[config.mk]
export PLATFORM = sky130hd
export DESIGN_NAME = addsub_core
export DESIGN_NICKNAME = d
export VERILOG_FILES = /design/src/design/addsub_pkg.sv /design/src/design/addsub_core.sv
export SDC_FILE = /design/constraint.sdc
export NUM_CORES = 1
export LEC_CHECK = 0
export BUFFER_PORTS_ARGS = -buffer_cell sky130_fd_sc_hd__buf_2
export CORE_MARGIN = 1.5
export CORE_UTILIZATION = 37
export CTS_CLUSTER_DIAMETER = 30
export CTS_CLUSTER_SIZE = 28
export DETAILED_ROUTE_END_ITERATION = 10
export PLACE_DENSITY = 0.64
export SYNTH_ARGS = -nofsm -noshare
export SYNTH_HDL_FRONTEND = slang
export SYNTH_SLANG_ARGS = --single-unit
export TNS_END_PERCENT = 30
[constraint.sdc]
create_clock -name i_ce_clk -period 9.4 [get_ports i_ce_clk]
set_clock_uncertainty 0.1 [all_clocks]
set_input_delay 2.35 -clock i_ce_clk [delete_from_list [all_inputs] [get_ports i_ce_clk]]
set_output_delay 2.35 -clock i_ce_clk [all_outputs]
set_load 0.05 [all_outputs]
[src/design/addsub_pkg.sv]
package addsub_pkg;

   ////////////////////////////////////////////////////////////
   // Packet header, one 64-bit word
   ////////////////////////////////////////////////////////////
   typedef struct packed {
      logic [3:0]  pkt_type;
      logic [11:0] seq;
      // Byte count including the header beat
      logic [15:0] len;
      logic [15:0] src_sid;
      logic [15:0] dst_sid;
   } hdr_t;

   // One complex sample
   typedef struct packed {
      logic [15:0] i;
      logic [15:0] q;
   } sample_t;

   // Stream beat, lane 1 in data[63:32], lane 0 in data[31:0]
   typedef struct packed {
      logic [63:0] data;
      logic        last;
   } beat_t;

   ////////////////////////////////////////////////////////////
   // Settings bus
   ////////////////////////////////////////////////////////////
   typedef struct packed {
      logic        stb;
      logic [7:0]  addr;
      logic [31:0] data;
   } set_bus_t;

   // Destination registers
   localparam logic [7:0] SET_DST0 = 8'd0;
   localparam logic [7:0] SET_DST1 = 8'd1;

   // Output port numbers, low nibble of src_sid
   localparam logic [3:0] PORT_SUM  = 4'd0;
   localparam logic [3:0] PORT_DIFF = 4'd1;

endpackage

[src/design/addsub_core.sv]
module addsub_core (
   input  logic              i_ce_clk,
   input  logic              i_rst_n,
   input  addsub_pkg::beat_t i_a,
   input  logic              i_a_valid,
   output logic              o_a_ready,
   input  addsub_pkg::beat_t i_b,
   input  logic              i_b_valid,
   output logic              o_b_ready,
   output addsub_pkg::beat_t o_sum,
   output logic              o_sum_valid,
   input  logic              i_sum_ready,
   output addsub_pkg::beat_t o_diff,
   output logic              o_diff_valid,
   input  logic              i_diff_ready
);

   addsub_pkg::sample_t [1:0] a_s;
   addsub_pkg::sample_t [1:0] b_s;
   addsub_pkg::sample_t [1:0] sum_s;
   addsub_pkg::sample_t [1:0] diff_s;

   logic out_free;
   logic fire;

   ////////////////////////////////////////////////////////////
   // Join
   ////////////////////////////////////////////////////////////
   // Both result registers must be free before a pair is taken
   assign out_free = (!o_sum_valid || i_sum_ready) && (!o_diff_valid || i_diff_ready);
   assign fire     = i_a_valid && i_b_valid && out_free;

   assign o_a_ready = i_b_valid && out_free;
   assign o_b_ready = i_a_valid && out_free;

   ////////////////////////////////////////////////////////////
   // Lane arithmetic, wraps modulo 2^16
   ////////////////////////////////////////////////////////////
   assign a_s = i_a.data;
   assign b_s = i_b.data;

   always_comb begin
      for (int l = 0; l < 2; l++) begin
         sum_s[l].i  = a_s[l].i + b_s[l].i;
         sum_s[l].q  = a_s[l].q + b_s[l].q;
         diff_s[l].i = a_s[l].i - b_s[l].i;
         diff_s[l].q = a_s[l].q - b_s[l].q;
      end
   end

   always_ff @(posedge i_ce_clk or negedge i_rst_n) begin
      if (!i_rst_n) begin
         o_sum_valid  <= 1'b0;
         o_diff_valid <= 1'b0;
      end else if (fire) begin
         o_sum_valid  <= 1'b1;
         o_diff_valid <= 1'b1;
      end else begin
         // Each side drains on its own
         if (i_sum_ready) begin
            o_sum_valid <= 1'b0;
         end
         if (i_diff_ready) begin
            o_diff_valid <= 1'b0;
         end
      end
   end

   always_ff @(posedge i_ce_clk) begin
      if (fire) begin
         o_sum.data  <= sum_s;
         o_sum.last  <= i_a.last;
         o_diff.data <= diff_s;
         o_diff.last <= i_a.last;
      end
   end

endmodule

-- Yosys cells after proc, flatten, opt, wreduce, memory -nomap -nowiden
Cells that the tools add are included.
- $add $sub $neg: 8
- multiplexer cells: 4
- reduce and logical (&&, ||, !) cells: 11
- operator list (kind ; count):
    adder 16 bit ; 4
    subtractor 16 bit ; 4
    logical AND 1 bit ; 5
    two-way mux 1 bit ; 4
    nonzero test 2 bit ; 2
    zero test 1 bit ; 2
    logical OR 1 bit ; 2
- flip-flop bits (word level): 131
- input port bits: 136
- output and inout port bits: 134

-- Depth between registers and ports, before layout
- word-level depth: 5
- gate-level depth with buffers: 10
- depth with buffers taken out: 10

-- Worst setup path after synthesis
OpenSTA, ideal clock, no wires.
- kind: input to register
- start: input i_sum_ready
- end: register o_diff[0] in the netlist's numbering, enable pin
- arrival time: 5.564 ns
- data required time: 8.822 ns
- setup slack: 3.257 ns
- cell stages on the path: 5
- path through: inv_1 -> a21oi_1 -> and2_1 -> nand2_1 -> inv_1
- cells in the longest elaborated chain, start to end: 3
- ends and longest elaborated chain (element ; line ; RTL):
    from (decl) ; addsub_core.sv:12 ; input logic i_sum_ready,
    logical OR 1 bit ; addsub_core.sv:30 ; assign out_free = (!o_sum_valid || i_sum_ready) && (!o_diff_valid || i_diff_ready);
    logical AND 1 bit ; addsub_core.sv:30 ;
    logical AND 1 bit ; addsub_core.sv:31 ; assign fire = i_a_valid && i_b_valid && out_free;
    named net fire ; addsub_core.sv:24 ; logic fire;
    to (decl) ; addsub_core.sv:13 ; output addsub_pkg::beat_t o_diff,
The timed path passes the listed nets, and every way through them passes these cells.
A chain may end at the register's enable or synchronous reset.

-- Worst setup path in the final report
- start: input i_sum_ready
- end: output o_b_ready
- cells in the longest elaborated chain, start to end: 3
- ends and longest elaborated chain (element ; line ; RTL):
    logical OR 1 bit ; addsub_core.sv:30 ;
    logical AND 1 bit ; addsub_core.sv:30 ;
    logical AND 1 bit ; addsub_core.sv:34 ; assign o_b_ready = i_a_valid && out_free;
    to (decl) ; addsub_core.sv:9 ; output logic o_b_ready,
Every way passes these cells.

==> impl_metrics.py <==
metrics = {
    "status": {
        "status": "completed",
    },
    "clock_tree": {
        "cts-root-buf": "clkbuf_16",
        "hold_buffers": 0,
        "htree_levels": 4,
        "clkTransAtPathRegs_ns": 0.06,
        "clockBufferDepth": 2,
        "numCtsBuffers": 17,
        "cts_setup_buffers": 0,
        "cts.sinks": 127,
        "cts_tree": "yes",
        "ctsResizeCount": 0,
        "clock_latency_ns": 0.41,
    },
    "global_routing": {
        "grt_usage": 0.1743,
        "antenna_found_initial": 2,
        "grt_overflow": 0,
        "grt_max_degree": 68,
        "grt_pass1_vias": 7386,
        "grt_pass1_wl_um": 36560,
    },
    "logic_synthesis": {
        "ys_warn_count": 0,
        "synth_seq_cells": 127,
        "synth_area_mm2": 0.009593,
        "synthesis.nets": 1229,
        "yosysUniqueCellTypes": 64,
        "ys_seq_area_frac": 0.3965,
        "yosysTopAreaCell": "edfxtp_1",
        "synth-main-ff-cell": "edfxtp_1",
        "synth-edff-count": 125,
        "synthTopCellsByCount": "125 x edfxtp_1, 120 x ha_1, 117 x inv_1",
        "synth_top_area_share": 0.3913,
        "synth.area.top_cells": "edfxtp_1 39%, ha_1 16%, xnor2_1 7.5%",
        "yosysMostFrequentCell": "edfxtp_1",
        "synthArstFlopShare": 0.01575,
        "syn_area_per_cell_um2": 9.941,
        "syn_inst": 965,
    },
    "critical_path": {
        "worstPathCellList": "buf_2, inv_1, a21oi_1, and2_1, buf_2",
        "crit_arrival_ns": 3.03,
        "cp.required_ns": 6.95,
        "reg2reg_slack_ns": 6.57,
        "r2r-start": "o_diff_valid",
        "cpMostUsedCell": "buf_2",
        "crit_path_start_kind": "input port",
        "crit_end": "o_b_ready",
        "ff2ff_path_depth": 6,
        "worstSetupEndpointType": "output pin",
        "crit_type": "in -> out",
        "worstPathMaxFanout": 2,
        "worst_path_max_delay_cell": "buf_2",
        "r2r_end": "o_sum[18]",
        "cp-startpoint": "i_sum_ready",
        "cpPeakStageDelay_ns": 0.26,
    },
    "job": {
        "maxCapViolCount": 0,
    },
    "detailed_routing": {
        "routed_wl_um": 23740,
        "avgRoutedWirePerCell_um": 15.29,
        "firstDrtPassIters": 5,
        "drc": 0,
        "route.vias.total": 7638,
        "ant_nets": 0,
        "via_per_inst": 4.921,
        "first_iter_violations": 388,
    },
    "power_and_ir_drop": {
        "p_leak_nw": 5.259,
        "power_density_mw_per_mm2": 167.8,
        "vdd_drop_max_v": 0.00009393,
    },
    "die": {
        "fp.dieH_um": 164.0,
        "rows": 58,
        "start_util": 0.3788,
        "die_area_mm2": 0.02690,
        "core_mm2": 0.02533,
        "pin_count": 270,
        "die_x_um": 164.0,
    },
    "sta": {
        "fmax_mhz": 182.5,
        "tightest_slew_ns": 0.8935,
        "max-slew-margin-rel": 0.4043,
        "finalWorstSetupSlack_ns": 3.920,
        "setup_tns_ns": 0,
        "rsz0062_at_grt": "no",
        "finalCritPeriodShare": 0.5830,
        "final.min_clock_period_ns": 5.480,
        "setup_violations": 0,
        "hold_ws_ns": 0.4024,
        "finalHoldViolations": 0,
        "drv_slew": 0,
    },
    "layout": {
        "synthToLayoutAreaGrowth_pct": 21.87,
        "postLayoutCoreUtil": 0.4616,
        "nets": 1471,
        "drive_gt1_frac": 0.2557,
    },
    "min_path": {
        "min_path_type": "reg -> reg",
    },
    "placement": {
        "detailed_place_hpwl_um": 19010,
        "dp_slack_ns": 3.922,
        "gp_congestion": 0.8824,
        "port_buffers": 268,
    },
}
## worst max-delay path: cells and delay by family
family / cells / cell delay (ns)
buf+inv: 3 / 0.37
simple gates: 1 / 0.16
compound gates: 1 / 0.15
## sequential cells by signal, summed over array words and instances (netlist names)
name and flops:
o_sum 60, o_diff 65, o_sum_valid 1, o_diff_valid 1
## stage by stage
step | power (mW) | cells | cell area (µm²)
6_report | 1.962 | 1552 | 11690
5_1_grt | 2.059 | 1552 | 11690
4_1_cts | 1.980 | 1550 | 11690
3_5_place_dp | 1.350 | 1518 | 11140
3_3_place_gp | 1.340 | 1518 | 11140
2_1_floorplan | 1.200 | 965 | 9593
## cells in the final DEF, fill, tap and decap left out, types with 4 or more instances in the layout
cell	Yosys	final
buf_2	13	268
edfxtp_1	125	125
ha_1	120	120
inv_1	117	116
nor2_1	96	96
a21oi_1	86	86
xnor2_1	82	82
o21ai_0	36	36
xor2_1	23	23
nand2_1	21	21
nor2b_1	20	20
nand2b_1	17	17
clkbuf_16	0	17
o21bai_1	13	13
o21a_1	12	12
a211oi_1	10	10
nand3_1	10	10
nor3_1	9	9
a21o_1	9	9
o31a_1	8	8
fa_1	8	8
nor4_1	6	6
o211ai_1	5	5
o21ai_1	5	5
a211o_1	5	5
clkinv_2	0	5
and3_1	4	4
o22ai_1	4	4
o31ai_1	4	4
o41ai_1	4	4
or3_1	4	4
clkinvlp_4	0	4
## cells by family after synthesis
| logic type | after synthesis | share of synthesized area |
|---|---|---|
| AO/OA/AOI/OAI | 240 | 0.1655 |
| AND/OR/NAND/NOR | 202 | 0.1007 |
| buffers and inverters | 163 | 0.06821 |
| adder cells (fa/ha/maj) | 128 | 0.1732 |
| flip-flops | 127 | 0.3965 |
| XOR/XNOR | 105 | 0.09587 |
## worst min path at each step
stage | from | to | slack [ns] | cells past startpoint
finish | o_sum_valid | o_sum_valid | 0.40 | 1
global route | o_sum_valid | o_sum_valid | 0.44 | 1
CTS | o_sum_valid | o_sum_valid | 0.41 | 1
detailed placement | o_sum_valid | o_sum_valid | 0.40 | 1
global placement | o_sum_valid | o_sum_valid | 0.39 | 1
floorplan | o_sum_valid | o_sum_valid | 0.72 | 1
## area by class of cell
cell class	instances	area (µm²)
diodes	2	5.005
multi-input cells	675	5135
well taps	330	412.9
repair buffers	269	1349
clock buffers	21	450.4
fillers	2453	13640
flip-flops and latches	127	3804
clock inverters	11	93.84
inverters	117	441.7
## per-layer routing
metal  global-route usage  vias to the layer above  routed length, µm
li1                     -                     3843                  -
met1               0.2094                     3559              10170
met2               0.3055                      212              11860
met3              0.04040                       24               1319
met4              0.05785                        0                388
met5                    0                        -                  0
## power by group
part | internal, mW | switching, mW
Clock | 0.368 | 0.254
Combinational | 0.213 | 0.416
Sequential | 0.700 | 0.0111
Total | 1.28 | 0.681
(Power assumes the default switching activity.)
