<file path="config.mk">
export PLATFORM = sky130hd
export DESIGN_NAME = hdr_route
export DESIGN_NICKNAME = d
export VERILOG_FILES = /design/src/design/addsub_pkg.sv /design/src/design/hdr_route.sv
export SDC_FILE = /design/constraint.sdc
export NUM_CORES = 1
export LEC_CHECK = 0
export BUFFER_PORTS_ARGS = -buffer_cell sky130_fd_sc_hd__buf_4
export CELL_PAD_IN_SITES_DETAIL_PLACEMENT = 1
export CELL_PAD_IN_SITES_GLOBAL_PLACEMENT = 2
export CORE_ASPECT_RATIO = 1.75
export CORE_UTILIZATION = 35
export DETAILED_ROUTE_END_ITERATION = 10
export PLACE_DENSITY_LB_ADDON = 0.3
export SYNTH_ARGS = -nofsm -noshare
export SYNTH_HDL_FRONTEND = slang
export SYNTH_SLANG_ARGS = --single-unit
</file>
<file path="constraint.sdc">
create_clock -name i_ce_clk -period 8 [get_ports i_ce_clk]
set_input_delay 0 -clock i_ce_clk [delete_from_list [all_inputs] [get_ports i_ce_clk]]
set_output_delay 0 -clock i_ce_clk [all_outputs]
set_load 0.1 [all_outputs]
</file>
<file path="src/design/addsub_pkg.sv">
package addsub_pkg;

   ////////////////////////////////////////////////////////////
   // Packet header, one 64-bit word
   ////////////////////////////////////////////////////////////
   typedef struct packed {
      logic [3:0]  pkt_type;
      logic [11:0] seq;
      // Byte count including the header beat
      logic [15:0] len;
      logic [15:0] src_sid;
      logic [15:0] dst_sid;
   } hdr_t;

   // One complex sample
   typedef struct packed {
      logic [15:0] i;
      logic [15:0] q;
   } sample_t;

   // Stream beat, lane 1 in data[63:32], lane 0 in data[31:0]
   typedef struct packed {
      logic [63:0] data;
      logic        last;
   } beat_t;

   ////////////////////////////////////////////////////////////
   // Settings bus
   ////////////////////////////////////////////////////////////
   typedef struct packed {
      logic        stb;
      logic [7:0]  addr;
      logic [31:0] data;
   } set_bus_t;

   // Destination registers
   localparam logic [7:0] SET_DST0 = 8'd0;
   localparam logic [7:0] SET_DST1 = 8'd1;

   // Output port numbers, low nibble of src_sid
   localparam logic [3:0] PORT_SUM  = 4'd0;
   localparam logic [3:0] PORT_DIFF = 4'd1;

endpackage

</file>
<file path="src/design/hdr_route.sv">
module hdr_route #(
   parameter int HDR_DEPTH_LOG2 = 2
) (
   input  logic                 i_ce_clk,
   input  logic                 i_rst_n,
   input  addsub_pkg::set_bus_t i_set,
   input  addsub_pkg::hdr_t     i_hdr,
   input  logic                 i_hdr_valid,
   output logic                 o_hdr_ready,
   output addsub_pkg::hdr_t     o_sum_hdr,
   output logic                 o_sum_hdr_valid,
   input  logic                 i_sum_take,
   output addsub_pkg::hdr_t     o_diff_hdr,
   output logic                 o_diff_hdr_valid,
   input  logic                 i_diff_take
);

   localparam int DEPTH = 2 ** HDR_DEPTH_LOG2;

   addsub_pkg::hdr_t mem [DEPTH];

   logic [HDR_DEPTH_LOG2:0]       wr_ptr;
   logic [1:0][HDR_DEPTH_LOG2:0]  rd_ptr;
   logic [1:0][HDR_DEPTH_LOG2:0]  fill;
   logic [1:0][15:0]              dst;
   logic [1:0]                    hdr_vld;
   logic [1:0]                    take;
   logic                          push;

   function automatic addsub_pkg::hdr_t rewrite(input addsub_pkg::hdr_t h,
                                                input logic [15:0] dst_sid,
                                                input logic [3:0] port);
      addsub_pkg::hdr_t r;
      r         = h;
      r.src_sid = {h.dst_sid[15:4], port};
      r.dst_sid = dst_sid;
      return r;
   endfunction

   ////////////////////////////////////////////////////////////
   // Destination settings
   ////////////////////////////////////////////////////////////
   always_ff @(posedge i_ce_clk or negedge i_rst_n) begin
      if (!i_rst_n) begin
         dst <= '0;
      end else if (i_set.stb) begin
         if (i_set.addr == addsub_pkg::SET_DST0) begin
            dst[0] <= i_set.data[15:0];
         end
         if (i_set.addr == addsub_pkg::SET_DST1) begin
            dst[1] <= i_set.data[15:0];
         end
      end
   end

   ////////////////////////////////////////////////////////////
   // Header queue, one read pointer per port
   ////////////////////////////////////////////////////////////
   assign fill[0] = wr_ptr - rd_ptr[0];
   assign fill[1] = wr_ptr - rd_ptr[1];

   // Fill tops out at DEPTH, so the MSB alone marks full
   assign o_hdr_ready = !fill[0][HDR_DEPTH_LOG2] && !fill[1][HDR_DEPTH_LOG2];
   assign push        = i_hdr_valid && o_hdr_ready;

   assign hdr_vld = {fill[1] != '0, fill[0] != '0};
   assign take    = {i_diff_take, i_sum_take} & hdr_vld;

   always_ff @(posedge i_ce_clk or negedge i_rst_n) begin
      if (!i_rst_n) begin
         wr_ptr <= '0;
         rd_ptr <= '0;
      end else begin
         if (push) begin
            wr_ptr <= wr_ptr + 1'b1;
         end
         for (int p = 0; p < 2; p++) begin
            if (take[p]) begin
               rd_ptr[p] <= rd_ptr[p] + 1'b1;
            end
         end
      end
   end

   always_ff @(posedge i_ce_clk) begin
      if (push) begin
         mem[wr_ptr[HDR_DEPTH_LOG2-1:0]] <= i_hdr;
      end
   end

   assign o_sum_hdr  = rewrite(mem[rd_ptr[0][HDR_DEPTH_LOG2-1:0]], dst[0],
                               addsub_pkg::PORT_SUM);
   assign o_diff_hdr = rewrite(mem[rd_ptr[1][HDR_DEPTH_LOG2-1:0]], dst[1],
                               addsub_pkg::PORT_DIFF);

   assign o_sum_hdr_valid  = hdr_vld[0];
   assign o_diff_hdr_valid = hdr_vld[1];

endmodule

</file>
### After elaboration in Yosys (flattened, before gate mapping)

Memory sizes are Yosys's and may differ from the RTL's.
Cells that the tools add are included.

* logic and storage cells: 24
* RAM bits: 256
* input bits: 110
* register bits: 41
* memories: 1
* output and inout bits: 131

Memories
* mem: depth 4, width 64, rd ports 2, clocked after memory_dff 0, write ports 1, RTL line hdr_route.sv:20 `addsub_pkg::hdr_t mem [DEPTH];`

* add/sub/neg operators: 5
* muxes and demuxes: 2
* bitwise logic cells: 1
* equal/unequal tests: 1
* reduce and logical (&&, ||, !) cells: 9

Operators with widths (number)
* 3-bit by 1-bit adder with 3-bit output (second input constant): 3
* 8-bit by 1-bit == test with 1-bit output (second input constant): 1
* 8-bit zero test: 1
* 3-bit nonzero test: 2
* 3-bit subtractor: 2
* 2-bit AND reduction: 2
* 2-bit bitwise AND: 1
* 1-bit logical AND: 2
* 1-bit zero test: 2
* 1-bit 2-to-1 mux: 2

### Logic depth before layout (Yosys ltp)

* word-level depth: 6
* mapped depth: 8
* gate-level depth less buffers: 7

### Worst setup path after synthesis

Ideal clock, no wire load.

* kind: reg2reg
* from: register rd_ptr[1] (netlist name)
* to: memory mem[3][10] (netlist name), enable pin
* library setup time: 0.406 ns
* buffers on the path: 2
* period minus slack after synthesis: 5.073 ns
* cell stages (with the launch flop): 9
* required time: 7.594 ns
* data arrival time: 4.667 ns
* setup slack: 2.927 ns
* cell sequence: dfrtp_1 -> clkbuf_1 -> buf_1 -> inv_1 -> ha_1 -> and2b_1 -> or3_4 -> a21boi_1 -> and3_1

* cells in the longest elaborated chain, start to end: 6

RTL lines
* start, declared: RTL line hdr_route.sv:23 `logic [1:0][HDR_DEPTH_LOG2:0] rd_ptr;`
* start signal, assigned by index: RTL line hdr_route.sv:79 `rd_ptr[p] <= rd_ptr[p] + 1'b1;`
* 3-bit subtractor: RTL line hdr_route.sv:59 `assign fill[0] = wr_ptr - rd_ptr[0];`
* 1-bit zero test: RTL line hdr_route.sv:63 `assign o_hdr_ready = !fill[0][HDR_DEPTH_LOG2] && !fill[1][HDR_DEPTH_LOG2];`
* 1-bit logical AND: RTL line hdr_route.sv:63
* named net o_hdr_ready: RTL line hdr_route.sv:9 `output logic o_hdr_ready,`
* 1-bit logical AND: RTL line hdr_route.sv:64 `assign push = i_hdr_valid && o_hdr_ready;`
* 1-bit 2-to-1 mux: RTL line hdr_route.sv:86 `if (push) begin`
* 1-bit 2-to-1 mux (implied by the code): RTL line hdr_route.sv:87 `mem[wr_ptr[HDR_DEPTH_LOG2-1:0]] <= i_hdr;`
* end, declared: RTL line hdr_route.sv:20

The timed path passes the listed nets, and every way through them passes these cells.

### Final worst setup path

* from: register rd_ptr[0] (netlist name)
* to: memory mem[0][37] (netlist name), enable pin

* cells in the longest elaborated chain, start to end: 6

RTL lines (RTL line)
* 3-bit subtractor: hdr_route.sv:59
* 1-bit zero test: hdr_route.sv:63
* 1-bit logical AND: hdr_route.sv:63
* 1-bit logical AND: hdr_route.sv:64
* 1-bit 2-to-1 mux: hdr_route.sv:86
* 1-bit 2-to-1 mux (implied by the code): hdr_route.sv:87

No other way between the ends.

==> flow_summary.toml <==
[die]
die_y_um = 218
core_area_sq_mm = 0.0261
initial_core_util_pct = 35.7
rows = 78
die_w_um = 125
die_area_sq_mm = 0.0273
pin_count = 241

[yosys]
syn_area_sq_mm = 0.00931
syn_area_per_cell_sq_um = 22.0
synthCells = 424
ys.warnings.count = 0
synth_cell_types = 36
ys_async_sr_fraction_pct = 18.9
synth_edf_count = 176
yosysSeqAreaShare_pct = 67.8
synth_seq_cells = 217
synth_flop_cell = "edfxtp_1"

[clock_tree]
insertion_delay_ps = 510
htreeDepth = 1
root_buffer = "clkbuf_16"
clk_pin_slew_worst_paths_ps = 60
cts_buffers = 22
clock_sinks = 217
cts.repair.resized = 0
cts_buffer_depth = 3
cts_tree = "yes"

[job]
drv_cap = 0

[grt]
grt_usage_pct = 17.1
grt_overflow_total = 0
grt_max_degree = 48
top_usage_layer = "met2"
use_met1_pct = 18.1
grt_pass1_wl_mm = 35.2
use_met2_pct = 33.7
grt_antenna_before_repair = 0
gr-usage-met3_pct = 3.63
grt_pass1_vias = 6084

[sta]
final-hold-violation-count = 0
finalCritPeriodShare_pct = 42.3
rsz0062_at_grt = "false"
drv_slew = 0
fin_crit_ps = 3380
fin_tns_setup_ps = 0
tightest_slew_ps = 1030
max_freq_mhz = 296
fin_skew_ps = 12.4
setup_viol = 0
slew_headroom_pct = 31.2

[route]
vias = 5256
wl_per_cell_um = 22.0
postRouteAntennaNets = 0
vias_per_cell = 5.12
drc = 17
drt_iter0_drc = 213
first_pass_iters = 7
wl_mm = 22.6

[critical_path]
crit_type = "reg2reg"
cp_max_fo = 47
cp-end-kind = "register"
reg2regPathDepth = 6
critPathRequiredTime_ps = 8140
startpoint_type = "register"
arrival_ps = 3520

[status]
status = "complete, but fails checks"
violations = "design-rule violations"

[place]
placed_area_sq_mm = 0.0111
portBuffers = 196
hpwl_mm = 14.1
gp_congestion = 0.724

[finish]
diodes = 0
syn_to_final_growth_pct = 34.7
layout-drive-gt1-share_pct = 48.7
nNetsFinal = 812
final_cell_area_sq_mm = 0.0125

[min_path]
hold_class = "in2async"
==> placed cells by master, fill, tap and decap left out, types with 4 or more instances in the layout <==
master,instances
buf_4,202
edfxtp_1,176
mux4_2,88
dlygate4sd3_1,66
dfrtp_1,37
mux2_1,28
clkbuf_16,23
ha_1,9
conb_1,8
xnor2_1,7
mux2_2,5
bufinv_16,5
inv_1,4
nand2_1,4
clkinv_1,4
==> timing repair <==
item / 4_1_cts / 5_1_grt
hold buffers: 66 / 0
setup endpoints to repair: 0 / 0
endpoints found under the hold margin: 258 / 0
buffers inserted: 0 / 0
==> path summary, 6_finish.rpt <==
kind,startpoint,endpoint,slack [ps]
worst max register to register,rd_ptr[0],mem[0][37],4620
max in group asynchronous,i_rst_n,rd_ptr[0],7600
worst max-delay path,rd_ptr[0],mem[0][37],4620
worst min register to register,o_sum_hdr[2],o_sum_hdr[2],490
worst min-delay path,i_rst_n,rd_ptr[5],10
min in group i_ce_clk,i_set[37],o_sum_hdr[1],70
==> state kept, by name, summed over array words and instances (netlist names) <==
| register | count |
|---|---|
| wr_ptr | 3 |
| rd_ptr | 6 |
| o_sum_hdr | 16 |
| o_diff_hdr | 16 |
| mem | 176 |
==> synthesized netlist by cell type (3+ instances only) <==
| cell | count | area (sq um) |
|---|---|---|
| and2_1 | 3 | 18.8 |
| buf_2 | 11 | 55.1 |
| buf_4 | 9 | 67.6 |
| clkbuf_1 | 9 | 33.8 |
| dfrtp_1 | 41 | 1030 |
| edfxtp_1 | 176 | 5290 |
| ha_1 | 9 | 113 |
| inv_1 | 4 | 15.0 |
| mux2_1 | 28 | 315 |
| mux2_2 | 5 | 56.3 |
| mux4_2 | 88 | 1980 |
| nand2_1 | 4 | 15.0 |
| nand3_1 | 3 | 15.0 |
| xnor2_1 | 7 | 61.3 |
==> final cells by class <==
cell class | count | area (sq um)
Inverter | 4 | 15.0
Tap cell | 320 | 400
Sequential cell | 217 | 6320
Clock buffer | 26 | 587
Clock inverter | 12 | 189
Timing Repair Buffer | 268 | 2180
Multi-Input combinational cell | 179 | 2850
Fill cell | 2437 | 13500
==> per-layer routing <==
metal	part of all wire, %	vias to the layer above
met3	5.9	33
met1	35	2769
met5	0	-
li1	-	2293
met4	1.9	0
met2	57	161
==> critical path, stage by stage, from the launching register on <==
cell	delay, ps
dfrtp_4	1100
ha_1	320
and2b_1	210
or3_4	350
a21oi_4	220
and2_2	170
buf_4	600
==> through the flow <==
step                      cells  hold WS (ps)  setup WS (ps)  util, %
after floorplan             430          -296           2930        -
after global placement      922          8.44           4570     42.6
after detailed placement    922          20.4           4490     42.6
after CTS                  1026          15.6           4470     48.1
after global routing       1026          42.1           4350     48.1
final                      1026          9.72           4620     48.1
==> cell families after synthesis <==
group | after synthesis | share of synthesized area, %
flops | 217 | 67.8
other cells | 2 | 0.0807
simple gates | 20 | 1.49
buf+inv | 34 | 1.88
mux | 123 | 25.6
xor+xnor | 10 | 1.09
compound gates | 8 | 0.645
fa+ha+maj | 10 | 1.42
Power is left out: the tool's default activity adds up to more than one toggle a clock period on the data nets, which glitch-free logic cannot reach.
