## config.mk

```make
export PLATFORM = sky130hd
export DESIGN_NAME = stream_framer
export DESIGN_NICKNAME = d
export VERILOG_FILES = /design/src/design/addsub_pkg.sv /design/src/design/stream_framer.sv
export SDC_FILE = /design/constraint.sdc
export NUM_CORES = 2
export LEC_CHECK = 0
export ABC_AREA = 1
export BUFFER_PORTS_ARGS = -buffer_cell sky130_fd_sc_hd__buf_2
export CAP_MARGIN = 10
export CORE_MARGIN = 2
export CORE_UTILIZATION = 40
export DETAILED_ROUTE_END_ITERATION = 8
export PLACE_DENSITY = 0.58
export SLEW_MARGIN = 20
export SYNTH_ARGS = -nofsm -noshare
export SYNTH_HDL_FRONTEND = slang
export SYNTH_SLANG_ARGS = --single-unit
```

## constraint.sdc

```tcl
create_clock -name i_ce_clk -period 8.8 [get_ports i_ce_clk]
set_input_delay 0.44 -clock i_ce_clk [delete_from_list [all_inputs] [get_ports i_ce_clk]]
set_output_delay 0.44 -clock i_ce_clk [all_outputs]
set_load 0.1 [all_outputs]
```

## src/design/addsub_pkg.sv

```systemverilog
package addsub_pkg;

   ////////////////////////////////////////////////////////////
   // Packet header, one 64-bit word
   ////////////////////////////////////////////////////////////
   typedef struct packed {
      logic [3:0]  pkt_type;
      logic [11:0] seq;
      // Byte count including the header beat
      logic [15:0] len;
      logic [15:0] src_sid;
      logic [15:0] dst_sid;
   } hdr_t;

   // One complex sample
   typedef struct packed {
      logic [15:0] i;
      logic [15:0] q;
   } sample_t;

   // Stream beat, lane 1 in data[63:32], lane 0 in data[31:0]
   typedef struct packed {
      logic [63:0] data;
      logic        last;
   } beat_t;

   ////////////////////////////////////////////////////////////
   // Settings bus
   ////////////////////////////////////////////////////////////
   typedef struct packed {
      logic        stb;
      logic [7:0]  addr;
      logic [31:0] data;
   } set_bus_t;

   // Destination registers
   localparam logic [7:0] SET_DST0 = 8'd0;
   localparam logic [7:0] SET_DST1 = 8'd1;

   // Output port numbers, low nibble of src_sid
   localparam logic [3:0] PORT_SUM  = 4'd0;
   localparam logic [3:0] PORT_DIFF = 4'd1;

endpackage

```

## src/design/stream_framer.sv

```systemverilog
module stream_framer #(
   parameter int MTU_LOG2 = 6
) (
   input  logic              i_ce_clk,
   input  logic              i_rst_n,
   input  addsub_pkg::beat_t i_beat,
   input  logic              i_valid,
   output logic              o_ready,
   input  addsub_pkg::hdr_t  i_hdr,
   input  logic              i_hdr_valid,
   output logic              o_hdr_take,
   output addsub_pkg::beat_t o_beat,
   output logic              o_valid,
   input  logic              i_ready
);

   typedef enum logic [1:0] {
      S_FILL,
      S_HDR,
      S_DATA
   } state_t;

   logic [63:0] pbuf [2 ** MTU_LOG2];

   state_t              state;
   logic [MTU_LOG2:0]   cnt;
   logic [MTU_LOG2-1:0] rd;
   logic                store;
   logic                last_beat;
   logic [15:0]         len_bytes;
   addsub_pkg::hdr_t    hdr_out;

   ////////////////////////////////////////////////////////////
   // Fill side
   ////////////////////////////////////////////////////////////
   assign o_ready = (state == S_FILL);

   // Beats past the MTU are accepted and dropped
   assign store = i_valid && o_ready && !cnt[MTU_LOG2];

   always_ff @(posedge i_ce_clk) begin
      if (store) begin
         pbuf[cnt[MTU_LOG2-1:0]] <= i_beat.data;
      end
   end

   ////////////////////////////////////////////////////////////
   // Send side
   ////////////////////////////////////////////////////////////
   assign len_bytes = (16'(cnt) + 16'd1) << 3;
   assign last_beat = ({1'b0, rd} + 1'b1) == cnt;

   always_comb begin
      hdr_out     = i_hdr;
      hdr_out.len = len_bytes;
   end

   always_comb begin
      o_beat.data = pbuf[rd];
      o_beat.last = last_beat;
      o_valid     = (state == S_DATA);
      if (state == S_HDR) begin
         o_beat.data = hdr_out;
         o_beat.last = 1'b0;
         o_valid     = i_hdr_valid;
      end
   end

   assign o_hdr_take = (state == S_HDR) && i_hdr_valid && i_ready;

   always_ff @(posedge i_ce_clk or negedge i_rst_n) begin
      if (!i_rst_n) begin
         state <= S_FILL;
         cnt   <= '0;
         rd    <= '0;
      end else begin
         case (state)
            S_FILL: begin
               if (store) begin
                  cnt <= cnt + 1'b1;
               end
               if (i_valid && i_beat.last) begin
                  state <= S_HDR;
               end
            end
            S_HDR: begin
               rd <= '0;
               if (o_hdr_take) begin
                  state <= S_DATA;
               end
            end
            default: begin
               if (i_ready) begin
                  rd <= rd + 1'b1;
                  if (last_beat) begin
                     cnt   <= '0;
                     state <= S_FILL;
                  end
               end
            end
         endcase
      end
   end

endmodule

```

# Word level (Yosys, flattened, before mapping)
# Memories as Yosys holds them, arrays and structs flattened.
# Cells that the tools add are included.
dict set report classes {
  addsub 4
  n_eq_ne 6
  mux 15
  bitwise 2
  reduce_logical 15
}
# op count
set ops {}
lappend ops {{$mux 65} 1}
lappend ops {{$mux 7} 3}
lappend ops {{$pmux 7 s2} 1}
lappend ops {{$pmux 6 s2} 1}
lappend ops {{$add 7x1->8 const B} 1}
lappend ops {{$mux 2} 4}
lappend ops {{$reduce_and 4->1} 2}
lappend ops {{$add 6x1->7 const B} 1}
lappend ops {{$add 7x1->7 const B} 1}
lappend ops {{$eq 7x7->1} 1}
lappend ops {{$add 6x1->6 const B} 1}
lappend ops {{$mux 6} 1}
lappend ops {{$reduce_bool 2->1} 3}
lappend ops {{$reduce_bool 3->1} 2}
lappend ops {{$logic_and 1x1->1} 5}
lappend ops {{$ne 2x1->1 const B} 2}
lappend ops {{$pmux 2 s2} 1}
lappend ops {{$mux 1} 3}
lappend ops {{$eq 2x1->1 const B} 1}
lappend ops {{$eq 2x2->1 const B} 1}
lappend ops {{$logic_not 2->1} 1}
lappend ops {{$ne 2x2->1 const B} 1}
lappend ops {{$not 1->1} 2}
lappend ops {{$reduce_and 2->1} 1}
lappend ops {{$logic_not 1->1} 1}
dict set report totals {
  ff_bits 15
  ramBits 4096
  out_inout_bits 68
  elab_cells 46
  memories 1
}
# name depth word_bits rd rd_ports_with_merged_regs wr line_no
set memory_table {}
lappend memory_table {pbuf 64 64 1 0 1 stream_framer.sv:23} ;# logic [63:0] pbuf [2 ** MTU_LOG2];

# Logic depth before layout (Yosys ltp)
dict set report depth {
  word_depth 5
  depth_mapped 14
  mapped_depth_nobuf 11
}

# Least setup slack after synthesis
# Ideal clock, no wire load.
dict set report synth_timing {
  path_type {register to register}
  start {register state[1]}
  end {memory pbuf[0][0], enable pin}
  setup_ns 0.487
  arrival_time_ns 5.582
  slack_ns 2.732
  stages_incl_launch_ff 6
  n_path_buf 0
  cell_sequence {dfrtp_1 -> nor2_1 -> nand3_1 -> nor2_1 -> nand3_1 -> nor2_1}
}
dict set report synth_between {
  elab_chain_len 5
}
# element line_no
set synth_lines {}
lappend synth_lines {{start: declaration} stream_framer.sv:25} ;# state_t state;
lappend synth_lines {{start signal: assignment} stream_framer.sv:73} ;# state <= S_FILL;
lappend synth_lines {{start signal: assignment} stream_framer.sv:83} ;# state <= S_HDR;
lappend synth_lines {{start signal: assignment} stream_framer.sv:89} ;# state <= S_DATA;
lappend synth_lines {{$logic_not 2->1} stream_framer.sv:36} ;# assign o_ready = (state == S_FILL);
lappend synth_lines {{via o_ready} stream_framer.sv:8} ;# output logic o_ready,
lappend synth_lines {{$logic_and 1x1->1 (2 in series)} stream_framer.sv:39} ;# assign store = i_valid && o_ready && !cnt[MTU_LOG2];
lappend synth_lines {{$mux 1} stream_framer.sv:42} ;# if (store) begin
lappend synth_lines {{$mux 1 (implied by the code)} stream_framer.sv:43} ;# pbuf[cnt[MTU_LOG2-1:0]] <= i_beat.data;
lappend synth_lines {{end: declaration} stream_framer.sv:23}
# The timed path passes the listed nets, and every way through them passes these cells.

==> reports/qor.yml <==
sta:
  setup_viol: 0
  slew_headroom_pct: 19.39
  worst_pin_slew_ns: 1.206
  fin_tns_setup_ns: 0
  slew_viol_final: 0
  hold_violations: 3
  fin_crit_sh_pct: 73.10
  hold_slack_ns: -0.005002
  skew_ns: 0.04349
  finalCriticalPeriod_ns: 6.433
  grt_setup_unrepaired: "false"
  fmax_mhz: 155.5
setup_path:
  crit_slowest_cell: "dfrtp_4"
  required_ns: 8.36
  cpMostUsedCell: "nand3_1"
  crit_start: "rd[1]"
  crit_cells: 11
  cp_top_family: "buffers and inverters"
  r2r_slack_ns: 4.06
  path_max_fanout: 62
  worstReg2RegStart: "state[1]"
  arrival_ns: 5.99
  crit_path_end_kind: "primary output"
  cp_num_buf_inv: 4
  r2r_cells: 7
  worstSetupPathType: "reg -> out"
  worst_r2r_endpoint: "pbuf[15][59]"
  start_kind: "flip-flop"
  cp_slowest_stage_delay_ns: 0.93
  cp_cell_sequence: "buf_4, buf_4, buf_4, nand3_1, nand3_1, nand3_1, nand3_1, nand3_1, nand3_1, nand2_1, buf_2"
global_route:
  grt_pass1_wl_um: 726400
  grt_use_total_pct: 23.86
  grt_overflow_total: 0
  grt_max_degree: 239
  grt_pass1_vias: 101300
  antenna_found_initial: 28
detailed_routing:
  drt-vias-per-instance: 5.645
  ant_nets: 0
  drc: 0
  routed_wl_um: 513900
  firstDrtPassIters: 5
  wl_per_cell_um: 26.59
  drtIter0Drc: 14160
  vias: 109100
pwr:
  ir_drop_uv: 569.0
  leakage_uw: 0.06356
  power.density_nw_per_um2: 285.5
synthesis:
  synth_area_um2: 165400
  synth_area_leader_cell: "edfxtp_1"
  yosys.area_share.simple_pct: 22.08
  synth_compound_area_share_pct: 0.2526
  synth_cells: 13570
  synth_fa_ha_area_share_pct: 0.01513
  synth_top_family_by_area: "simple AND/OR/NAND/NOR gates"
  netlist.area_leader.share_pct: 74.36
  synth_xor_area_share_pct: 0.03706
  syn_area_per_cell_um2: 12.19
  ys_ff_latch: 4111
  synthTopCellsByArea: "edfxtp_1 74%, nand3_1 12%, nand2_1 10%"
  yosysSeqAreaShare_pct: 74.59
  synth_cell_types: 26
  synthMuxAreaShare_pct: 0
  synthesis.nets: 13700
  yosysWarnings: 0
clock_tree:
  clkLatencyLatePin_ns: 0.99
  clk_pin_slew_ns: 0.06
  cts_buffer_depth: 4
  cts-root-buf: "clkbuf_16"
  cts_setup_buffers: 0
  clock-sinks: 4111
  htreeDepth: 5
  cts_hold_buf: 4
  cts_tree: "done"
  cts_buffers: 423
  cts_resized: 0
min_path:
  hold_path.class: "in -> reg"
  hp-start: "i_beat[22]"
  min_path_cells: 1
  min_to: "pbuf[21][21]"
cells_and_area:
  syn_to_final_growth_pct: 11.38
  regArea_um2: 123400
  drive_above_1_share_pct: 7.394
  multi_input_area_um2: 37520
  fin_nets: 13630
  nFillCells: 37070
  instances_no_fill: 19330
placed_design:
  gp_congestion: 0.7797
  port_buffers: 185
  dp_cells: 18530
  dp_hpwl_um: 240000
floorplanning:
  floorplan.rows: 236
  die-width_um: 647.1
  die_area_um2: 418700
  io_pins: 202
  initial_core_util_pct: 40.10
  die_y_um: 647.1
  core_um2: 412500
job:
  cap_violations: 0
run_status:
  status: "complete, but fails checks"
  violations: "negative hold slack"
## state kept, by name (all words and copies together) (netlist names)
signal / cells
pbuf: 4096
state: 2
rd: 6
cnt: 7
## worst max-delay path by stage
stage / to / slack [ns]
after global routing: o_beat[21] / 2.29
final: o_beat[21] / 2.37
after detailed placement: o_beat[21] / 3.43
after floorplan: pbuf[0][0] / 2.73
after global placement: o_beat[21] / 3.44
after CTS: o_beat[21] / 2.41
## cell usage after synthesis
master and count:
nand3_1 3870, clkbuf_1 103, nor2_2 1, ha_1 2, o22ai_1 15, buf_8 1, nand3_2 1, buf_1 56
nand4_1 11, nor2_1 129, a211oi_1 5, inv_1 23, a21oi_1 19, a31oi_1 5, o21ai_0 31, xor2_1 7
dfrtp_1 15, edfxtp_1 4096, o21ai_1 1, inv_6 1, buf_4 172, clkinv_1 2, buf_6 16, nand2_1 4420
inv_2 3, buf_2 561
## cell usage in the layout (no fill, tap or decap), drive strengths merged
| master | n |
|---|---|
| nand3 | 3871 |
| dlygate4sd3 | 6 |
| buf | 403 |
| nand4 | 11 |
| bufinv | 19 |
| o22ai | 15 |
| nor2 | 130 |
| clkinvlp | 2 |
| o21ai | 32 |
| xor2 | 7 |
| diode | 18 |
| inv | 40 |
| clkbuf | 554 |
| a211oi | 5 |
| clkinv | 183 |
| ha | 2 |
| a21oi | 19 |
| edfxtp | 4096 |
| a31oi | 5 |
| dfrtp | 15 |
| nand2 | 4420 |
## cell families after synthesis
family | count (synthesis)
buffers and inverters | 938
flip-flops | 4111
XOR/XNOR | 7
AND/OR/NAND/NOR | 8432
AO/OA/AOI/OAI | 76
adder cells (fa/ha/maj) | 2
## metal layers
layer	vias up	track usage, %	wire length (um)
met5	-	0	59
met4	8	8.110	18250
met3	886	3.116	44210
met2	5140	38.31	236800
met1	54770	33.52	214500
li1	48300	-	-
## through the flow
stage | setup WS (ns) | cell area, um2 | power, uW | hold slack, ns | utilization, %
after floorplan | 2.732 | 165400 | 32300 | 0.1444 | -
after global placement | 3.440 | 171100 | 35860 | 0.3751 | 41.47
after detailed placement | 3.429 | 171100 | 35930 | 0.3822 | 41.48
after CTS | 2.408 | 184000 | 52750 | 0.04980 | 44.60
after global routing | 2.288 | 184200 | 54720 | 0.0005851 | 44.66
final | 2.367 | 184200 | 52610 | -0.005002 | 44.66
## report_power, final
part	switching [uW]	internal, uW
Combinational	10500	3220
Clock	7500	9520
Sequential	130	21700
## area by class of cell
| class | count | share of cell area, % |
|---|---|---|
| antenna | 18 | 0.02445 |
| clock buffer | 554 | 6.104 |
| clock inverter | 215 | 0.8795 |
| inverter | 29 | 0.09508 |
| multi-input combinational | 8517 | 20.37 |
| sequential | 4111 | 66.98 |
| tap | 5474 | 3.718 |
| timing repair buffer | 409 | 1.834 |
Power figures use the tool's default switching activity.
