$ cat config.mk
export PLATFORM = sky130hd
export DESIGN_NAME = stream_deframer
export DESIGN_NICKNAME = d
export VERILOG_FILES = /design/src/design/addsub_pkg.sv /design/src/design/stream_deframer.sv
export SDC_FILE = /design/constraint.sdc
export NUM_CORES = 1
export LEC_CHECK = 0
export ABC_AREA = 1
export BUFFER_PORTS_ARGS = -buffer_cell sky130_fd_sc_hd__buf_2
export CORE_MARGIN = 2
export CORE_UTILIZATION = 39
export DETAILED_ROUTE_END_ITERATION = 12
export MAX_ROUTING_LAYER = met4
export PLACE_DENSITY = 0.79
export SLEW_MARGIN = 15
export SYNTH_ARGS = -nofsm -noshare
export SYNTH_HDL_FRONTEND = slang
export SYNTH_SLANG_ARGS = --single-unit
$ cat constraint.sdc
create_clock -name i_ce_clk -period 2.6 [get_ports i_ce_clk]
set_clock_uncertainty 0.05 [all_clocks]
set_input_delay 0.13 -clock i_ce_clk [delete_from_list [all_inputs] [get_ports i_ce_clk]]
set_output_delay 0.13 -clock i_ce_clk [all_outputs]
set_load 0.03 [all_outputs]
$ cat src/design/addsub_pkg.sv
package addsub_pkg;

   ////////////////////////////////////////////////////////////
   // Packet header, one 64-bit word
   ////////////////////////////////////////////////////////////
   typedef struct packed {
      logic [3:0]  pkt_type;
      logic [11:0] seq;
      // Byte count including the header beat
      logic [15:0] len;
      logic [15:0] src_sid;
      logic [15:0] dst_sid;
   } hdr_t;

   // One complex sample
   typedef struct packed {
      logic [15:0] i;
      logic [15:0] q;
   } sample_t;

   // Stream beat, lane 1 in data[63:32], lane 0 in data[31:0]
   typedef struct packed {
      logic [63:0] data;
      logic        last;
   } beat_t;

   ////////////////////////////////////////////////////////////
   // Settings bus
   ////////////////////////////////////////////////////////////
   typedef struct packed {
      logic        stb;
      logic [7:0]  addr;
      logic [31:0] data;
   } set_bus_t;

   // Destination registers
   localparam logic [7:0] SET_DST0 = 8'd0;
   localparam logic [7:0] SET_DST1 = 8'd1;

   // Output port numbers, low nibble of src_sid
   localparam logic [3:0] PORT_SUM  = 4'd0;
   localparam logic [3:0] PORT_DIFF = 4'd1;

endpackage

$ cat src/design/stream_deframer.sv
module stream_deframer (
   input  logic              i_ce_clk,
   input  logic              i_rst_n,
   input  addsub_pkg::beat_t i_beat,
   input  logic              i_valid,
   output logic              o_ready,
   output addsub_pkg::hdr_t  o_hdr,
   output logic              o_hdr_valid,
   input  logic              i_hdr_ready,
   output addsub_pkg::beat_t o_beat,
   output logic              o_valid,
   input  logic              i_ready
);

   logic in_hdr;
   logic out_free;
   logic take;
   logic take_payload;

   // Output register can load when empty or draining
   assign out_free     = !o_valid || i_ready;
   assign o_ready      = in_hdr ? i_hdr_ready : out_free;
   assign take         = i_valid && o_ready;
   assign take_payload = take && !in_hdr;

   // Header goes straight to the header consumer
   assign o_hdr       = addsub_pkg::hdr_t'(i_beat.data);
   assign o_hdr_valid = take && in_hdr;

   always_ff @(posedge i_ce_clk or negedge i_rst_n) begin
      if (!i_rst_n) begin
         in_hdr  <= 1'b1;
         o_valid <= 1'b0;
      end else begin
         // Next beat is a header after any last beat
         if (take) begin
            in_hdr <= i_beat.last;
         end
         if (out_free) begin
            o_valid <= take_payload;
         end
      end
   end

   always_ff @(posedge i_ce_clk) begin
      if (take_payload) begin
         o_beat <= i_beat;
      end
   end

endmodule

## After elaboration in Yosys (flattened, before gate mapping)

Index checks and enable logic that the tools add are counted.

- Output and inout bits: 132
- Flip-flop bits (word level): 67

- Mux-type cells: 1
- Reductions and logical operators: 6

Operator list:

| operator | number |
|---|---|
| $logic_and A1 B1 Y1 | 3 |
| $logic_not A1 Y1 | 2 |
| $logic_or A1 B1 Y1 | 1 |
| $mux W1 | 1 |

## Longest topological paths before layout

Gate-level depths: netlist of the first run.

- Word-level depth: 5
- Gate-level depth with buffers: 6

## Worst setup path before layout of the first run

No wires, ideal clock.

- Path type: register to register
- Start: reg o_valid
- End: reg o_beat[0] in the netlist's numbering, enable pin
- Period minus slack after synthesis: 2455 ps
- Data required time: 2131 ps
- Stages on the path, launching flop included: 4
- Arrival time: 1986 ps
- Library setup time: 419 ps
- Slack: 145 ps
- Cell sequence: dfrtp_1 > nand2_2 > nand3_2 > inv_1

- Word-level cells in the longest chain between the ends: 5

Ends and longest elaborated chain:

| element | line | RTL |
|---|---|---|
| from (decl) | stream_deframer.sv:11 | `output logic o_valid,` |
| from (signal assigned) | stream_deframer.sv:40 | `o_valid <= take_payload;` |
| $logic_not A1 Y1 | stream_deframer.sv:21 | `assign out_free = !o_valid \|\| i_ready;` |
| $logic_or A1 B1 Y1 | stream_deframer.sv:21 |  |
| $mux W1 | stream_deframer.sv:22 | `assign o_ready = in_hdr ? i_hdr_ready : out_free;` |
| $logic_and A1 B1 Y1 | stream_deframer.sv:23 | `assign take = i_valid && o_ready;` |
| $logic_and A1 B1 Y1 | stream_deframer.sv:24 | `assign take_payload = take && !in_hdr;` |
| named net take_payload | stream_deframer.sv:18 | `logic take_payload;` |
| to (signal assigned) | stream_deframer.sv:47 | `o_beat <= i_beat;` |
| to (decl) | stream_deframer.sv:10 | `output addsub_pkg::beat_t o_beat,` |

The timed path passes the listed nets, and every way through them passes these cells.
A chain may end at the register's enable or synchronous reset.

## Worst setup path in the final report of the first run

- Start: reg in_hdr
- End: out o_hdr_valid

- Word-level cells in the longest chain between the ends: 3

Ends and longest elaborated chain:

| element | line | RTL |
|---|---|---|
| from (decl) | stream_deframer.sv:15 | `logic in_hdr;` |
| from (signal assigned) | stream_deframer.sv:37 | `in_hdr <= i_beat.last;` |
| $mux W1 | stream_deframer.sv:22 |  |
| $logic_and A1 B1 Y1 | stream_deframer.sv:23 |  |
| $logic_and A1 B1 Y1 (*) | stream_deframer.sv:28 | `assign o_hdr_valid = take && in_hdr;` |
| to (decl) | stream_deframer.sv:8 | `output logic o_hdr_valid,` |

Every way passes the cells marked *; elsewhere a longest branch is shown, timed or not.

==> impl_results.md, run 1 <==
* Run status: completed
* Post-synthesis instance total at between 100 and 150
* Final Hold Viols at 0
* Post-DP Area at 0.003209 mm²
* WS Path Type: flop to output pin
* Clock Latency Late Sink at about 320 ps
* Clock group share of total power at 0.212
* Slowest CP cell: dfstp_2
* Drc violations at 0
* Max Root-Sink Buffers at 2
* Routed length per placed instance at around 14 µm
* Final min period at between 1000 and 1500 ps
* Crit path cell chain: inv_2 -> nor3_1 -> buf_2
* Switching Power at 1.130 mW
* Core area at 0.006350 mm²
* Avg Inst Size Synth at 17.23 µm²
* Most frequent cells in the layout: buf_2, dlygate4sd3_1, edfxtp_1, clkbuf_8, nand2_1
* Worst reg-to-reg path cell count at 4
* Slew headroom at 0.7784
* Maximum VDD drop at 0.0005733 V
* Commonest non-fill, non-tap cell in the layout: buf_2
* Reg2Reg Setup Slack at around 1200 ps
* Reg2Reg Launch Point: o_valid
* GR Util All Layers at 0.1698
* Arr. time, crit path at approximately 1300 ps
* Comb pwr share at 0.323
* Worst Tran Pin Value at roughly 330 ps
* Die ar. at between 0.007 and 0.008 mm²
* Maxcap violations at 0
* ANT cells at 0
* Lkg Pwr at approximately 1.8 nW
* Layout area overhead at 56.68%
* Yosys top cell by area: edfxtp_1
* Die width at 85.14 µm
* # resized after CTS at 0
* Yosys warning count at 0
* Int Power at 2.067 mW
* Final Instance Area at between 0.004 and 0.005 mm²
* Post-Route WL at 6.160 mm
* Fraction of layout cells with a size suffix above 1 at 0.5935
* Root Driver: clkbuf_8
* Seq/Total Area, Yosys at 0.7802
* Worst stage delay on the critical path at about 540 ps
* Initial antenna violation count at 0
* Total gr overflow at 0
* Critical path required time at 2420 ps
* CTS tree: yes
* Port Buffers at roughly 200
* CTS Hold Bufs at 66
* Maximum clock rate at approximately 0.67 GHz
* Row count at 29
* Hold Path Origin: i_ready
* Num ports at a little over 200
* TritonRoute pass-1 iters at 4
* Vias at about 1.9k
* Largest net degree at the start of global routing at 66
* Hpwl dp at just under 4 mm
* Max Slew Vio Count at 0
* Final TNS setup at 0 ps
* Final Wtd Congestion at 0.6781
* Period utilization at 0.5744
* Buffer count from post-CTS setup fixing at 0
* Worst Hold Class: primary input to flop
* WP buf/inv at 2
* R2r endpoint: o_beat[15]
* H-tree levels at 3
* Clock transition at the registers of the reported paths at 70 ps
* #FFs+latches synth at between 60 and 70
* Seq pwr share at 0.465
* CP endpoint kind: output pin
* Final net count at about 430
* Switch share at 0.3534
* Hold Path End: o_valid
* Area share of the largest cell type after synthesis at 0.7602
* Syn_nets at roughly 220
* Starting Density at 0.4043
* CTS Buf Count at 9
* Pwr/cell area at 794.9 mW/mm²
* Vias in the first global route at 1844
* Ranking of synthesized cells by area: edfxtp_1, buf_4, dfstp_2
* Crit-path leading delay family: flip-flops
* Clk sink count at between 60 and 70
* Synth cell types at 13
* DRC violation total after the first TritonRoute iteration at between 50 and 60
* Die span in y at ~85 µm
* Mapped Area at 0.002567 mm²
* Min-Delay Path Depth at 4
* CP Launch Type: flop
* CP max FO at 6
* Count of final setup violators at 0
* Global-route wire length before repair at ~8.9 mm
* Via density at approximately 4.2
* RSZ-0062 raised after global routing: false
* Post-route ant nets at 0
kinds of logic (layout without fill, tap and decap cells):
group,after synthesis,count (layout),share of synthesized area
compound gates,1,1,0.001947
buf+inv,70,290,0.1959
flops,67,67,0.7802
simple gates,11,11,0.02193
area by class of cell:
cell class	count	area [µm²]
Fill cell	485	2327
Multi-Input combinational cell	12	61.31
Inverter	6	22.52
Clock inverter	4	17.52
Timing Repair Buffer	268	1687
Sequential cell	67	2003
Clock buffer	12	135.1
Tap cell	77	96.34
through the flow:
step	total power [mW]	hold WS [ps]	setup slack, ps	utilization	std cells
after detailed placement	2.472	-133.6	1241	0.5054	364
after global placement	2.449	-134.7	1273	0.5054	364
after global routing	3.352	28.62	1022	0.6335	446
after CTS	3.234	30.62	1072	0.6335	446
final	3.197	46.40	1107	0.6335	446
after floorplan	2.215	-215.6	144.9	-	149
worst min-delay path: stages:
cell	delay, ps
buf_2	70
inv_1	50
nand2_2	80
nand2_1	50
power groups by stage:
| stage | combinational [mW] | sequential [mW] | clock, mW |
|---|---|---|---|
| 6_report | 1.03 | 1.49 | 0.678 |
| 3_3_place_gp | 0.947 | 1.50 | 0 |
| 3_5_place_dp | 0.960 | 1.51 | 0 |
| 2_1_floorplan | 0.333 | 1.88 | 0 |
| 4_1_cts | 1.04 | 1.49 | 0.706 |
| 5_1_grt | 1.09 | 1.50 | 0.763 |
flip-flops by register name, indices dropped and copies added (netlist names):
register,count
in_hdr,1
o_beat,65
o_valid,1
cells in the mapped netlist:
cell type and instances:
edfxtp_1 65, buf_4 64, inv_1 5, nand2_1 5
nand3_1 2, dfrtp_1 1, dfstp_2 1, inv_2 1
nand2_2 1, nand3_2 1, nor2_2 1, nor3_1 1
o21ai_0 1
metal layers:
metal  global-route usage  routed length [µm]  share of wire
met3              0.06031                 536          0.087
met4              0.07071                 118          0.019
met2               0.3118                3438           0.56
met1               0.1576                2067           0.34
met5                    -                   0              0
worst max path at each step:
stage / endpoint / cells after the start / startpoint
final: o_hdr_valid / 3 / in_hdr
after global routing: o_ready / 3 / in_hdr
after CTS: o_hdr_valid / 3 / in_hdr
after detailed placement: o_beat[51] / 4 / o_valid
after global placement: o_beat[9] / 4 / o_valid
after floorplan: o_beat[0] / 3 / o_valid
Power figures use the tool's default switching activity.
==> run 2: changes to the inputs <==
--- a/config.mk
+++ b/config.mk
@@ -8,10 +8,10 @@
 export ABC_AREA = 1
 export BUFFER_PORTS_ARGS = -buffer_cell sky130_fd_sc_hd__buf_2
 export CORE_MARGIN = 2
-export CORE_UTILIZATION = 39
+export CORE_UTILIZATION = 35
 export DETAILED_ROUTE_END_ITERATION = 12
 export MAX_ROUTING_LAYER = met4
-export PLACE_DENSITY = 0.79
+export PLACE_DENSITY = 0.75
 export SLEW_MARGIN = 15
 export SYNTH_ARGS = -nofsm -noshare
 export SYNTH_HDL_FRONTEND = slang
==> constraint.sdc (replaced) <==
create_clock -name i_ce_clk -period 1.28 [get_ports i_ce_clk]
set_clock_uncertainty 0.05 [all_clocks]
set_input_delay 0.064 -clock i_ce_clk [delete_from_list [all_inputs] [get_ports i_ce_clk]]
set_output_delay 0.064 -clock i_ce_clk [all_outputs]
set_load 0.03 [all_outputs]
==> impl_results.md, run 2 (synthesis results as in run 1) <==
* Final Hold Viols at 0
* Reg with most FFs: o_beat
* Fraction of layout cells with a size suffix above 1 at 0.6197
* Count of final setup violators at 67
* Reg2Reg Setup Slack at -190 ps
* Hpwl dp at approximately 4.2 mm
* Slowest CP cell: dfstp_2
* Die span in y at between 80 and 90 µm
* CP max FO at 4
* Largest net degree at the start of global routing at 35
* Top Registers: o_beat (65), in_hdr (1), o_valid (1)
* WP buf/inv at 3
* Reg2Reg Launch Point: in_hdr
* Final net count at about 440
* Hold Path End: in_hdr
* Clock Latency Late Sink at 330 ps
* Layout area overhead at 65.40%
* Maxcap violations at 0
* Routed length per placed instance at approximately 15 µm
* Maximum clock rate at between 0.6 and 0.7 GHz
* Post-DP Area at approximately 0.0033 mm²
* Die width at between 80 and 90 µm
* CP Launch Type: flop
* ANT cells at 0
* Total gr overflow at 0
* Run status: complete, but fails checks
* Starting Density at 0.3578
* Clk sink count at 67
* Clock transition at the registers of the reported paths at 70 ps
* Critical path required time at 1170 ps
* Post-route ant nets at 0
* Final Instance Area at 0.004247 mm²
* Max Slew Vio Count at 0
* Lkg Pwr at 1.913 nW
* Period utilization at 1.157
* Initial antenna violation count at 0
* Busiest grt layer: met2
* DRC violation total after the first TritonRoute iteration at a little over 40
* Failing checks: setup timing
* Row count at 31
* Core area at about 0.0072 mm²
* Crit path cell chain: inv_4 -> buf_8 -> nor3_4 -> buf_6
* Root Driver: clkbuf_8
* Maximum VDD drop at 0.001118 V
* Slew headroom at 0.8405
* CTS tree: yes
* GRT met1 Usage at 0.1484
* Crit-path leading delay family: flip-flops
* Final min period at 1480 ps
* Routing usage on met2 at 0.3068
* Fillcell total at around 590
* Worst Tran Pin Value at around 240 ps
* CP endpoint kind: output pin
* Via density at slightly above 4
* Worst Hold Class: primary input to flop
* CTS Buf Count at 9
* Most frequent cells in the layout: buf_2, dlygate4sd3_1, edfxtp_1, clkbuf_8
* Port Buffers at 201
* Commonest non-fill, non-tap cell in the layout: buf_2
* Vias at 1948
* Max reg flops at 65
* Num ports at 202
* Dpl ws at -29.08 ps
* Worst stage delay on the critical path at 560 ps
* Arr. time, crit path at roughly 1400 ps
* GR Util All Layers at 0.1633
* Hold Path Origin: i_ready
* R2r endpoint: o_beat[56]
* Final Wtd Congestion at ~0.75
* Vias in the first global route at a little under 2k
* Pwr/cell area at ~1700 mW/mm²
* Worst reg-to-reg path cell count at 5
* Die ar. at approximately 0.0080 mm²
* Final worst slack at -200.4 ps
* Crit path from: in_hdr
* Drc violations at 0
* H-tree levels at 3
* Final core occ at 0.5918
* Min-Delay Path Depth at 6
* TritonRoute pass-1 iters at 4
* Global-route wire length before repair at just over 9 mm
* Met3 Track Usage GR at 0.03931
* RSZ-0062 raised after global routing: true
* WS Path Type: flop to output pin
* Max Root-Sink Buffers at 2
* Post-Route WL at 6.932 mm
-- run 2: cell count changes in the layout (fill, tap and decap cells not counted), moves of 2 or more --
cell | previous run | this run
buf_4 | 0 | 4
clkinvlp_4 | 0 | 3
buf_2 | 201 | 199
buf_6 | 0 | 2
bufinv_16 | 0 | 2
clkbuf_1 | 3 | 1
clkinv_1 | 2 | 0
inv_2 | 2 | 0
-- run 2: how the worst max path moves through the flow --
stage	endpoint	slack [ps]	cells after the start
after floorplan	o_beat[0]	-750	3
after global placement	o_beat[46]	-5	4
after detailed placement	o_beat[31]	-30	4
after CTS	o_hdr_valid	-180	4
after global routing	o_hdr_valid	-250	4
final	o_hdr_valid	-200	4
-- run 2: cell type report --
type,instances,area [µm²],area share
multi-input combinational,12,98.84,0.02328
sequential,67,2004,0.4720
inverter,6,28.78,0.006777
clock inverter,6,88.84,0.02092
timing repair buffer,275,1774,0.4178
clock buffer,10,127.6,0.03005
tap,99,123.9,0.02917
-- run 2: worst register-to-register path: cells and delay by family, from the launching register on --
family,cells,cell delay (ps)
AND/OR/NAND/NOR,1,80
buffers and inverters,4,500
flip-flops,1,560
-- run 2: where the power goes --
group / internal, mW / switching (mW) / leakage [nW] / total, mW
clock: 1.10 / 0.805 / 0.103 / 1.91
combinational: 0.795 / 1.64 / 1.18 / 2.44
sequential: 2.92 / 0.108 / 0.627 / 3.03
total: 4.82 / 2.55 / 1.91 / 7.37
-- run 2: metrics by stage --
stage	TNS [ps]	std cells	power [mW]	hold slack (ps)
final	-11590	475	7.370	86.15
after global routing	-12950	475	7.682	75.33
after CTS	-2840	474	7.308	53.86
after detailed placement	-1582	390	5.154	-197.8
after global placement	-100.9	390	5.103	-200.7
after floorplan	-49250	149	4.522	-281.6
-- run 2: metal layers --
metal  vias to the layer above  routed length, µm
li1                        900                  -
met1                       911               2266
met2                       115               3961
met3                        22                472
met4                         0                232
met5                         -                  0
-- run 2: timing repair --
| item | in CTS | in global routing |
|---|---|---|
| hold endpoints to repair | 67 | 0 |
| hold buffers | 67 | 0 |
| pin swaps | 2 | 1 |
| buffers inserted | 1 | 1 |
| gates resized for setup | 7 | 6 |
| endpoints found under the setup margin | 67 | 67 |
==> run 3: changes to the inputs <==
--- a/config.mk
+++ b/config.mk
@@ -5,7 +5,6 @@
 export SDC_FILE = /design/constraint.sdc
 export NUM_CORES = 1
 export LEC_CHECK = 0
-export ABC_AREA = 1
 export BUFFER_PORTS_ARGS = -buffer_cell sky130_fd_sc_hd__buf_2
 export CORE_MARGIN = 2
 export CORE_UTILIZATION = 35
==> impl_results.md, run 3 <==
* Run status: complete, but fails checks
* Failing checks: setup timing
* Row count at 31
* TritonRoute pass-1 iters at 4
* Hold Path Origin: i_valid
* Reg2Reg Setup Slack at -130 ps
* Area share of the largest cell type after synthesis at 0.7640
* Commonest non-fill, non-tap cell in the layout: buf_2
* Worst Hold Class: primary input to flop
* Global-route wire length before repair at around 8.8 mm
* Root Driver: clkbuf_8
* Yosys warning count at 0
* Area of the multi-input gates at a little under 90 µm²
* Final TNS setup at -7776 ps
* Maximum VDD drop at roughly 0.00082 V
* R2r endpoint: o_beat[17]
* Routed length per placed instance at ~14 µm
* Slowest CP cell: dfstp_2
* Post-DP Area at roughly 0.0033 mm²
* Final net count at 439
* Seq/Total Area, Yosys at 0.7840
* Fraction of layout cells with a size suffix above 1 at 0.6283
* Mapped Area at ~0.0026 mm²
* CTS Buf Count at 9
* Initial antenna violation count at 0
* Port Buffers at roughly 200
* Total gr overflow at 0
* Clock Latency Late Sink at around 330 ps
* Post-synth top cells: edfxtp_1, buf_4
* GR Util All Layers at 0.1592
* Final Instance Area at approximately 0.0044 mm²
* Period utilization at 1.182
* Top Registers: o_beat (65), in_hdr (1), o_valid (1)
* Largest net degree at the start of global routing at 18
* WP buf/inv at 2
* Max reg flops at 65
* Most frequent cell after synthesis: edfxtp_1
* Final Wtd Congestion at roughly 0.68
* Most used DFF post-synth: edfxtp_1
* Fillcell total at roughly 530
* Drc violations at 0
* Worst reg-to-reg path cell count at 4
* Crit-path leading delay family: flip-flops
* Async set-reset flop share out of synthesis at 0.02985
* Number of synthesized flops with an enable pin at 65
* Yosys top cell by area: edfxtp_1
* CP Launch Type: flop
* Avg Inst Size Synth at roughly 18 µm²
* Vias at 1958
* Synth cell types at 13
* Min-Delay Path Depth at 3
* Pwr/cell area at between 1000 and 1500 mW/mm²
* Reg2Reg Launch Point: in_hdr
* Slew headroom at 0.8754
* Clk sink count at between 60 and 70
* Max Root-Sink Buffers at 2
* Register area at around 0.002 mm²
* Count of final setup violators at 67
* Ranking of synthesized cells by area: edfxtp_1, buf_4, dfstp_2
* WS Path Type: flop to output pin
* Syn_nets at 210
* CTS tree: yes
* Crit path cell chain: buf_6 -> mux2_4 -> buf_6
* Hpwl dp at slightly above 4 mm
* Maxcap violations at 0
* Die width at slightly below 90 µm
* H-tree levels at 3
* Layout area overhead at 72.48%
* Arr. time, crit path at approximately 1400 ps
* Hold Path End: o_valid
* Post-synthesis instance total at 140
* Core area at approximately 0.0072 mm²
* Final min period at about 1500 ps
* Vias in the first global route at ~1.9k
* Lkg Pwr at just under 2 nW
* Critical path required time at around 1200 ps
* Final Hold Viols at 0
* CP max FO at 4
* CP endpoint kind: output pin
* Num ports at just over 200
* Final worst slack at -233.5 ps
* Post-Route WL at approximately 6.8 mm
* Starting Density at 0.3561
* Worst stage delay on the critical path at 540 ps
* #FFs+latches synth at between 60 and 70
* Via density at ~4.1
* Critical path's most frequent cell: buf_6
* Most frequent cells in the layout: buf_2, dlygate4sd3_1, edfxtp_1, clkbuf_8, buf_6
* Die span in y at slightly below 90 µm
* Reg with most FFs: o_beat
* Max Slew Vio Count at 0
* DRC violation total after the first TritonRoute iteration at 46
* Final core occ at 0.6141
* Worst Tran Pin Value at roughly 190 ps
* Maximum clock rate at around 0.66 GHz
* RSZ-0062 raised after global routing: true
* ANT cells at 0
* Die ar. at 0.008000 mm²
* Post-route ant nets at 0
* Clock transition at the registers of the reported paths at approximately 70 ps
[run 3: final cells by class]
| class | instances | share of cell area |
|---|---|---|
| Multi-Input combinational cell | 9 | 0.01988 |
| Clock buffer | 9 | 0.02811 |
| Timing Repair Buffer | 282 | 0.4373 |
| Tap cell | 99 | 0.02811 |
| Sequential cell | 67 | 0.4549 |
| Clock inverter | 7 | 0.03180 |
[run 3: worst max path at each step]
stage | startpoint | slack [ps] | cells past startpoint | end
after floorplan | o_valid | -780 | 2 | o_beat[0]
after global placement | in_hdr | -30 | 3 | o_beat[36]
after detailed placement | in_hdr | -50 | 3 | o_beat[17]
after CTS | in_hdr | -250 | 3 | o_ready
after global routing | in_hdr | -280 | 3 | o_ready
final | in_hdr | -230 | 3 | o_ready
[run 3: per-stage QoR]
step | total power [mW] | setup WS, ps | std cells | hold WS [ps]
floorplan | 3.167 | -775.5 | 140 | -281.6
global placement | 3.343 | -27.42 | 380 | -199.6
detailed placement | 3.357 | -46.82 | 380 | -197.2
CTS | 5.866 | -249.3 | 470 | -0.8317
global route | 6.047 | -277.7 | 473 | 37.52
finish | 5.828 | -233.5 | 473 | 44.09
[run 3: cell families (layout without fill, tap and decap cells)]
group / after synthesis / in the layout / share of synthesized area
flip-flops: 67 / 67 / 0.7840
buffers and inverters: 64 / 298 / 0.1881
AND/OR/NAND/NOR: 6 / 6 / 0.01665
AO/OA/AOI/OAI: 2 / 2 / 0.006857
multiplexers: 1 / 1 / 0.004407
[run 3: metal layers]
layer	vias to the layer above	global-route usage	share of wire
met5	-	-	0
met4	0	0.08548	0.017
met3	14	0.04155	0.067
met2	115	0.2714	0.54
met1	931	0.1682	0.37
li1	898	-	-
[run 3: repair_timing]
item,in CTS,in global routing
setup endpoints to repair,67,67
buffers inserted,3,2
hold endpoints to repair,68,0
hold buffers,68,0
gates cloned,3,1
gates resized for setup,10,3
[run 3: where the power goes]
part	internal, mW	switching [mW]	leakage [nW]	total [mW]
clock network	1.49	0.783	0.127	2.27
registers	2.51	0.0212	0.615	2.53
logic	0.431	0.601	1.23	1.03
[run 3: tightest hold or removal path: stages]
cell	delay, ps
buf_2	120
nand2b_1	110
nand2_1	90
